==> src/periph_pkg.sv <==
`default_nettype none

package periph_pkg;

  // Bus widths
  localparam int APB_ADDR_WIDTH   = 32;
  localparam int APB_DATA_WIDTH   = 32;
  localparam int REG_OFFSET_WIDTH = 12;  // One 4 KB window per slave

  // Memory map
  localparam logic [APB_ADDR_WIDTH-1:0] GPIO_BASE  = 32'h1A10_1000;
  localparam logic [APB_ADDR_WIDTH-1:0] EVENT_BASE = 32'h1A10_4000;

  // GPIO register offsets
  localparam logic [REG_OFFSET_WIDTH-1:0] GPIO_DIR_OFF     = 12'h000;
  localparam logic [REG_OFFSET_WIDTH-1:0] GPIO_IN_OFF      = 12'h004;  // Synchronised pins
  localparam logic [REG_OFFSET_WIDTH-1:0] GPIO_OUT_OFF     = 12'h008;
  localparam logic [REG_OFFSET_WIDTH-1:0] GPIO_INTEN_OFF   = 12'h00C;  // Rising edge enable
  localparam logic [REG_OFFSET_WIDTH-1:0] GPIO_INTSTAT_OFF = 12'h010;  // Write 1 to clear

  // Event unit register offsets
  localparam logic [REG_OFFSET_WIDTH-1:0] EV_MASK_OFF      = 12'h000;
  localparam logic [REG_OFFSET_WIDTH-1:0] EV_PENDING_OFF   = 12'h004;
  localparam logic [REG_OFFSET_WIDTH-1:0] EV_CLEAR_OFF     = 12'h008;  // Write 1 to clear
  localparam logic [REG_OFFSET_WIDTH-1:0] EV_CORE_CTRL_OFF = 12'h00C;  // Bit 0 fetch enable

  // Interrupt line numbers
  localparam int EXT_EVENT_LINE  = 24;  // Former UART position
  localparam int GPIO_EVENT_LINE = 25;

  // APB request from the bridge
  typedef struct packed {
    logic                      sel;
    logic                      enable;
    logic                      write;
    logic [APB_ADDR_WIDTH-1:0] addr;
    logic [APB_DATA_WIDTH-1:0] wdata;
  } apb_req_t;

  // APB response back to the bridge
  typedef struct packed {
    logic [APB_DATA_WIDTH-1:0] rdata;
    logic                      ready;
    logic                      slverr;
  } apb_rsp_t;

  // Decoded access for one slave
  typedef struct packed {
    logic                        wr_en;   // Access cycle of a write only
    logic [REG_OFFSET_WIDTH-1:0] offset;
    logic [APB_DATA_WIDTH-1:0]   wdata;
  } reg_access_t;

  // Interrupt request towards the core
  typedef struct packed {
    logic       req;
    logic [4:0] id;
  } irq_req_t;

endpackage

`default_nettype wire

==> src/apb_decoder.sv <==
`timescale 1ns/1ps
`default_nettype none

module apb_decoder (
  input  var periph_pkg::apb_req_t    apb_req_i,
  output periph_pkg::apb_rsp_t        apb_rsp_o,
  output periph_pkg::reg_access_t     gpio_acc_o,
  output periph_pkg::reg_access_t     event_acc_o,
  input  wire [periph_pkg::APB_DATA_WIDTH-1:0] gpio_rdata_i,
  input  wire [periph_pkg::APB_DATA_WIDTH-1:0] event_rdata_i
);

  localparam int AW = periph_pkg::APB_ADDR_WIDTH;
  localparam int OW = periph_pkg::REG_OFFSET_WIDTH;

  logic          gpio_hit;
  logic          event_hit;
  logic          access;     // Second cycle of a transfer
  logic          wr_access;
  logic [AW-1:OW] page;

  // Window match on the page number only
  assign page      = apb_req_i.addr[AW-1:OW];
  assign gpio_hit  = (page == periph_pkg::GPIO_BASE[AW-1:OW]);
  assign event_hit = (page == periph_pkg::EVENT_BASE[AW-1:OW]);

  assign access    = apb_req_i.sel & apb_req_i.enable;
  assign wr_access = access & apb_req_i.write;

  // Per-slave requests
  always_comb
  begin
    gpio_acc_o.wr_en  = wr_access & gpio_hit;
    gpio_acc_o.offset = apb_req_i.addr[OW-1:0];
    gpio_acc_o.wdata  = apb_req_i.wdata;

    event_acc_o.wr_en  = wr_access & event_hit;
    event_acc_o.offset = apb_req_i.addr[OW-1:0];
    event_acc_o.wdata  = apb_req_i.wdata;
  end

  // Response mux, zero on a miss
  always_comb
  begin
    if (gpio_hit)
    begin
      apb_rsp_o.rdata = gpio_rdata_i;
    end
    else if (event_hit)
    begin
      apb_rsp_o.rdata = event_rdata_i;
    end
    else
    begin
      apb_rsp_o.rdata = '0;
    end

    apb_rsp_o.ready  = 1'b1;  // No wait states
    apb_rsp_o.slverr = access & ~(gpio_hit | event_hit);
  end

endmodule

`default_nettype wire

==> src/gpio_regs.sv <==
`timescale 1ns/1ps
`default_nettype none

module gpio_regs #(
  parameter int NUM_GPIO = 32
) (
  input  wire                                  clock,
  input  wire                                  reset_n_sync,
  input  var periph_pkg::reg_access_t          acc_i,
  output logic [periph_pkg::APB_DATA_WIDTH-1:0] rdata_o,
  input  wire  [NUM_GPIO-1:0]                  gpio_i,
  output logic [NUM_GPIO-1:0]                  gpio_out_o,
  output logic [NUM_GPIO-1:0]                  gpio_dir_o,
  output logic                                 event_o
);

  logic [NUM_GPIO-1:0] dir_q;
  logic [NUM_GPIO-1:0] out_q;
  logic [NUM_GPIO-1:0] inten_q;
  logic [NUM_GPIO-1:0] intstat_q;
  logic [NUM_GPIO-1:0] sync1_q;
  logic [NUM_GPIO-1:0] sync2_q;   // Pin value seen by software
  logic [NUM_GPIO-1:0] prev_q;
  logic [NUM_GPIO-1:0] rise;
  logic [NUM_GPIO-1:0] wdata;
  logic [NUM_GPIO-1:0] stat_clr;

  assign wdata = acc_i.wdata[NUM_GPIO-1:0];

  // Enabled rising edges only
  assign rise = sync2_q & ~prev_q & inten_q;

  always_comb
  begin
    stat_clr = '0;
    if (acc_i.wr_en && acc_i.offset == periph_pkg::GPIO_INTSTAT_OFF)
    begin
      stat_clr = wdata;
    end
  end

  // Input synchroniser and edge history
  always_ff @(posedge clock or negedge reset_n_sync)
  begin
    if (!reset_n_sync)
    begin
      sync1_q <= '0;
      sync2_q <= '0;
      prev_q  <= '0;
    end
    else
    begin
      sync1_q <= gpio_i;
      sync2_q <= sync1_q;
      prev_q  <= sync2_q;
    end
  end

  // Software registers
  always_ff @(posedge clock or negedge reset_n_sync)
  begin
    if (!reset_n_sync)
    begin
      dir_q     <= '0;
      out_q     <= '0;
      inten_q   <= '0;
      intstat_q <= '0;
    end
    else
    begin
      if (acc_i.wr_en && acc_i.offset == periph_pkg::GPIO_DIR_OFF)
        dir_q <= wdata;
      if (acc_i.wr_en && acc_i.offset == periph_pkg::GPIO_OUT_OFF)
        out_q <= wdata;
      if (acc_i.wr_en && acc_i.offset == periph_pkg::GPIO_INTEN_OFF)
        inten_q <= wdata;
      intstat_q <= (intstat_q & ~stat_clr) | rise;  // New edge beats clear
    end
  end

  // Read mux, upper bits stay zero
  always_comb
  begin
    rdata_o = '0;
    case (acc_i.offset)
      periph_pkg::GPIO_DIR_OFF:     rdata_o[NUM_GPIO-1:0] = dir_q;
      periph_pkg::GPIO_IN_OFF:      rdata_o[NUM_GPIO-1:0] = sync2_q;
      periph_pkg::GPIO_OUT_OFF:     rdata_o[NUM_GPIO-1:0] = out_q;
      periph_pkg::GPIO_INTEN_OFF:   rdata_o[NUM_GPIO-1:0] = inten_q;
      periph_pkg::GPIO_INTSTAT_OFF: rdata_o[NUM_GPIO-1:0] = intstat_q;
      default:                      rdata_o = '0;
    endcase
  end

  assign gpio_out_o = out_q;
  assign gpio_dir_o = dir_q;
  assign event_o    = |intstat_q;

endmodule

`default_nettype wire

==> src/event_unit.sv <==
`timescale 1ns/1ps
`default_nettype none

module event_unit (
  input  wire                                   clock,
  input  wire                                   reset_n_sync,
  input  var periph_pkg::reg_access_t           acc_i,
  output logic [periph_pkg::APB_DATA_WIDTH-1:0] rdata_o,
  input  wire                                   gpio_event_i,
  input  wire                                   ext_event_i,
  input  wire                                   fetch_enable_i,
  output logic                                  fetch_enable_o,
  output periph_pkg::irq_req_t                  irq_o
);

  logic [31:0] ev_src;
  logic [31:0] ev_src_q;    // Previous source levels
  logic [31:0] ev_rise;
  logic [31:0] pending_q;
  logic [31:0] mask_q;
  logic [31:0] pend_clr;
  logic [31:0] masked;
  logic        sw_fetch_en_q;

  // Sources placed at their line numbers
  always_comb
  begin
    ev_src = '0;
    ev_src[periph_pkg::EXT_EVENT_LINE]  = ext_event_i;
    ev_src[periph_pkg::GPIO_EVENT_LINE] = gpio_event_i;
  end

  assign ev_rise = ev_src & ~ev_src_q;

  always_comb
  begin
    pend_clr = '0;
    if (acc_i.wr_en && acc_i.offset == periph_pkg::EV_CLEAR_OFF)
    begin
      pend_clr = acc_i.wdata;
    end
  end

  always_ff @(posedge clock or negedge reset_n_sync)
  begin
    if (!reset_n_sync)
    begin
      ev_src_q      <= '0;
      pending_q     <= '0;
      mask_q        <= '0;
      sw_fetch_en_q <= 1'b0;
    end
    else
    begin
      ev_src_q  <= ev_src;
      pending_q <= (pending_q & ~pend_clr) | ev_rise;  // Set wins over clear
      if (acc_i.wr_en && acc_i.offset == periph_pkg::EV_MASK_OFF)
        mask_q <= acc_i.wdata;
      if (acc_i.wr_en && acc_i.offset == periph_pkg::EV_CORE_CTRL_OFF)
        sw_fetch_en_q <= acc_i.wdata[0];
    end
  end

  // Highest masked line wins
  assign masked = pending_q & mask_q;

  always_comb
  begin
    irq_o.req = |masked;
    irq_o.id  = '0;
    for (int i = 0; i < 32; i++)
    begin
      if (masked[i])
        irq_o.id = i[4:0];
    end
  end

  always_comb
  begin
    case (acc_i.offset)
      periph_pkg::EV_MASK_OFF:      rdata_o = mask_q;
      periph_pkg::EV_PENDING_OFF:   rdata_o = pending_q;
      periph_pkg::EV_CORE_CTRL_OFF: rdata_o = {31'b0, sw_fetch_en_q};
      default:                      rdata_o = '0;  // Clear reads back zero
    endcase
  end

  assign fetch_enable_o = fetch_enable_i | sw_fetch_en_q;

endmodule

`default_nettype wire

==> src/periph_subsystem.sv <==
`timescale 1ns/1ps
`default_nettype none

module periph_subsystem #(
  parameter int NUM_GPIO = 32
) (
  input  wire                         clock,
  input  wire                         reset_n_sync,
  input  var periph_pkg::apb_req_t    apb_req_i,
  output periph_pkg::apb_rsp_t        apb_rsp_o,
  input  wire  [NUM_GPIO-1:0]         gpio_i,
  output logic [NUM_GPIO-1:0]         gpio_out_o,
  output logic [NUM_GPIO-1:0]         gpio_dir_o,
  input  wire                         ext_event_i,
  input  wire                         fetch_enable_i,
  output logic                        fetch_enable_o,
  output periph_pkg::irq_req_t        irq_o
);

  periph_pkg::reg_access_t                gpio_acc;
  periph_pkg::reg_access_t                event_acc;
  logic [periph_pkg::APB_DATA_WIDTH-1:0]  gpio_rdata;
  logic [periph_pkg::APB_DATA_WIDTH-1:0]  event_rdata;
  logic                                   gpio_event;   // GPIO interrupt level

  apb_decoder u_apb_decoder (
    .apb_req_i     (apb_req_i),
    .apb_rsp_o     (apb_rsp_o),
    .gpio_acc_o    (gpio_acc),
    .event_acc_o   (event_acc),
    .gpio_rdata_i  (gpio_rdata),
    .event_rdata_i (event_rdata)
  );

  gpio_regs #(
    .NUM_GPIO (NUM_GPIO)
  ) u_gpio_regs (
    .clock        (clock),
    .reset_n_sync (reset_n_sync),
    .acc_i        (gpio_acc),
    .rdata_o      (gpio_rdata),
    .gpio_i       (gpio_i),
    .gpio_out_o   (gpio_out_o),
    .gpio_dir_o   (gpio_dir_o),
    .event_o      (gpio_event)
  );

  event_unit u_event_unit (
    .clock          (clock),
    .reset_n_sync   (reset_n_sync),
    .acc_i          (event_acc),
    .rdata_o        (event_rdata),
    .gpio_event_i   (gpio_event),
    .ext_event_i    (ext_event_i),
    .fetch_enable_i (fetch_enable_i),
    .fetch_enable_o (fetch_enable_o),
    .irq_o          (irq_o)
  );

endmodule

`default_nettype wire

==> config.mk <==
export PLATFORM = sky130hd
export DESIGN_NAME = periph_subsystem
export DESIGN_NICKNAME = d
export VERILOG_FILES = /design/src/periph_pkg.sv /design/src/apb_decoder.sv /design/src/gpio_regs.sv /design/src/event_unit.sv /design/src/periph_subsystem.sv
export SDC_FILE = /design/constraint.sdc
export NUM_CORES = 1
export LEC_CHECK = 0
export ABC_AREA = 1
export BUFFER_PORTS_ARGS = -buffer_cell sky130_fd_sc_hd__buf_2
export CELL_PAD_IN_SITES_DETAIL_PLACEMENT = 1
export CELL_PAD_IN_SITES_GLOBAL_PLACEMENT = 2
export CORE_UTILIZATION = 31
export CTS_BUF_LIST = sky130_fd_sc_hd__clkbuf_8
export DETAILED_ROUTE_END_ITERATION = 6
export GPL_TIMING_DRIVEN = 0
export PLACE_DENSITY_LB_ADDON = 0.1
export SLEW_MARGIN = 20
export SYNTH_ARGS = -nofsm -noshare
export SYNTH_HDL_FRONTEND = slang
export SYNTH_HIERARCHICAL = 1
export SYNTH_SLANG_ARGS = --single-unit
==> constraint.sdc <==
create_clock -name clock -period 2.8 [get_ports clock]
set_clock_uncertainty 0.2 [all_clocks]
set_input_delay 0.28 -clock clock [delete_from_list [all_inputs] [get_ports clock]]
set_output_delay 0.28 -clock clock [all_outputs]
set_load 0.01 [all_outputs]
==> flow_metrics.tcl <==
set metrics [dict create \
    status "finished, violations left" \
    violations "setup timing" \
    drt_iter0_drc 682 \
    drive_gt1_share_pct 22.9 \
    synth-seq-cells 291 \
    reg2reg_from "u_gpio_regs/intstat_q[26]" \
    pwr-share-clk_pct 45.6 \
    synth_nets 1775 \
    stdcell_area_um2 17700 \
    final_cell_mix "nand2_1, dfrtp_1, buf_2, inv_1, nand3_1" \
    power_density_nw_per_um2 501 \
    end_kind "primary output" \
    clkTransAtPathRegs_ns 0.07 \
    max-cap-violations 0 \
    cp-startpoint "u_event_unit/pending_q[1]" \
    syn_area_um2 14000 \
    final.period_utilization_pct 117 \
    final_common_cell "nand2_1" \
    critPathSlowestCell "dfrtp_1" \
    required_ns 2.32 \
    worstMarginPinSlew_ns 0.829 \
    core_um2 44400 \
    cts_tree "yes" \
    overflow 0 \
    fin_cells 2609 \
    p_leak_nw 9.17 \
    switching_power_mw 2.24 \
    hold_viol 0 \
    die-area_um2 46100 \
    yosysUniqueCellTypes 35 \
    grt_setup_unrepaired "true" \
    dr.pass1.iters 5 \
    wire_per_inst_um 21.9 \
    arrival_ns 2.81 \
    placed_area_um2 15700 \
    startpoint_type "flop" \
    layout_min_cycle_time_ns 3.29 \
    async_flop_share_pct 100 \
    fmax_mhz 304 \
    relSlewSlack_pct 44.7 \
    drtAntennaViolNets 0 \
    antenna_found_initial 0 \
    io_buffers 162 \
    yosys.area.top_type_share_pct 52.0 \
    io_pins 208 \
    vias 12641 \
    grt_pass1_vias 13332 \
    cts_root_buf "clkbuf_8" \
    insertion_delay_ns 0.64 \
    yosys.area.top_type "dfrtp_1" \
    cpMostUsedCell "nand2_1" \
    path_max_fanout 2 \
    nets 2076 \
    yosys_warnings 6 \
    clockBufferDepth 3 \
    fillers 5351 \
    grt_max_degree 93 \
    synth.avg_cell_area_um2 8.38 \
    synth_edf_count 0 \
    cts_buffers 53 \
    synth_cells 1672 \
    hold_class "in -> reg" \
    dp.cells 2429 \
    grt_pass1_wl_mm 85.5 \
    setup_ws_ns -0.488 \
    cpPeakStageDelay_ns 0.39 \
    critical_path_class "reg -> out" \
    dpl.hpwl_mm 42.8 \
    max-vdd-ir-drop_mv 0.269 \
    route.detailed.drc 0 \
    p_sw_share_pct 25.2 \
    p_int_mw 6.64 \
    placementRows 77 \
    drt-total-wl_mm 57.1 \
    via_per_inst 4.85 \
    synth_area_leaders "dfrtp_1, nand2_1, buf_4" \
    setup_viol 2 \
    clock_sinks 291 \
    cts-htree-levels 2 \
    drv_slew 0 \
    seq_power_share_pct 48.5 \
    gp_congestion 0.871 \
    track_usage_pct 25.1 \
    synth_ff_type "dfrtp_1" \
    combPwrFrac_pct 5.9 \
    start_util_pct 31.6 \
    die_x_um 215 \
    hp-start "apb_req_i[34]" \
    synth-seq-area-share_pct 52.0 \
    layout-area-overhead-vs-synth_pct 26.5 \
    die_h_um 215 \
]
## power groups by stage
stage	logic, mW	clock network (mW)	registers, mW
detailed placement	0.418	0	4.39
floorplan	0.192	0	4.37
CTS	0.521	4.20	4.31
global placement	0.396	0	4.39
global route	0.571	4.39	4.31
finish	0.522	4.05	4.31
## final timing paths
| check | end | slack, ns | cells after the start |
|---|---|---|---|
| max | irq_o[0] | -0.49 | 33 |
| min in group asynchronous | u_event_unit/pending_q[4] | 0.53 | 4 |
| max reg2reg | u_event_unit/pending_q[25] | 0.45 | 6 |
| max in group asynchronous | u_gpio_regs/gpio_dir_o[26] | 0.94 | 5 |
| min reg2reg | u_gpio_regs/sync2_q[7] | 0.15 | 0 |
| min | u_gpio_regs/inten_q[1] | 0.06 | 6 |
## layer usage
| layer | vias to the layer above | track usage [%] | part of all wire, % |
|---|---|---|---|
| met1 | 6267 | 34.2 | 46 |
| met2 | 290 | 41.4 | 48 |
| li1 | 6002 | - | - |
| met4 | 0 | 6.60 | 2.3 |
| met3 | 82 | 3.74 | 3.7 |
| met5 | - | 0 | 0 |
## logic make-up after synthesis
logic type             count (synthesis)  share of synthesized area, %
AOI/OAI and AO/OA                    263                          11.2
other                                  1                        0.0268
and+or+nand+nor                      771                          24.5
buffers and inverters                345                          12.3
DFF                                  291                          52.0
muxes                                  1                        0.0803
## cells in the mapped netlist, drive strengths merged, types with 2 or more instances
cell type,count
nand3b,6
nand2,433
or2,2
nand4,74
clkbuf,40
nand3,122
nor3,17
inv,164
and2,2
dfrtp,291
a21boi,32
a32o,31
buf,140
nor4,8
o21ai,195
nor2,107
## sequential cells by signal (all words and copies together), names as in the netlist, 2 cells and up
signal and count:
u_gpio_regs/gpio_out_o 32, u_event_unit/ev_src_q 2, u_gpio_regs/sync1_q 32, u_gpio_regs/sync2_q 32, u_gpio_regs/prev_q 32, u_gpio_regs/intstat_q 32, u_gpio_regs/inten_q 32, u_gpio_regs/gpio_dir_o 32
u_event_unit/mask_q 32, u_event_unit/pending_q 32
## critical path, delay by kind of cell, from the launching register on
family	cells	cell delay, ns
DFF	1	0.39
buffers and inverters	2	0.16
and+or+nand+nor	31	1.64
## repair_timing
action                                  in CTS  in global routing
hold buffers                                70                  0
resized for setup                           34                 40
endpoints found under the hold margin      333                  0
pin swaps                                    2                  8
buffers inserted                             6                  8
endpoints found under the setup margin      34                 72
## per-stage QoR
step | TNS (ns) | hold WS (ns) | utilization (%) | power [mW] | setup WS [ns]
2_1_floorplan | 0 | -0.216 | - | 4.56 | 0.363
4_1_cts | -0.735 | 0.00936 | 39.5 | 9.03 | -0.612
3_3_place_gp | -1406.89 | 0.132 | 35.1 | 4.78 | -4.60
3_5_place_dp | -81.70 | 0.00979 | 35.3 | 4.80 | -0.765
5_1_grt | -1.30 | 0.0471 | 39.9 | 9.27 | -0.906
6_report | -0.619 | 0.0587 | 39.9 | 8.88 | -0.488
## final cells by class
class | count | area [um2] | area share (%)
buffer | 177 | 1170 | 6.59
multi-input combinational | 1036 | 5120 | 28.9
tap | 592 | 741 | 4.18
clock inverter | 31 | 133 | 0.748
inverter | 165 | 624 | 3.52
sequential | 291 | 7280 | 41.1
antenna | 1 | 2.50 | 0.0141
clock buffer | 67 | 922 | 5.20
timing repair buffer | 249 | 1740 | 9.81
Power figures use the tool's default switching activity.
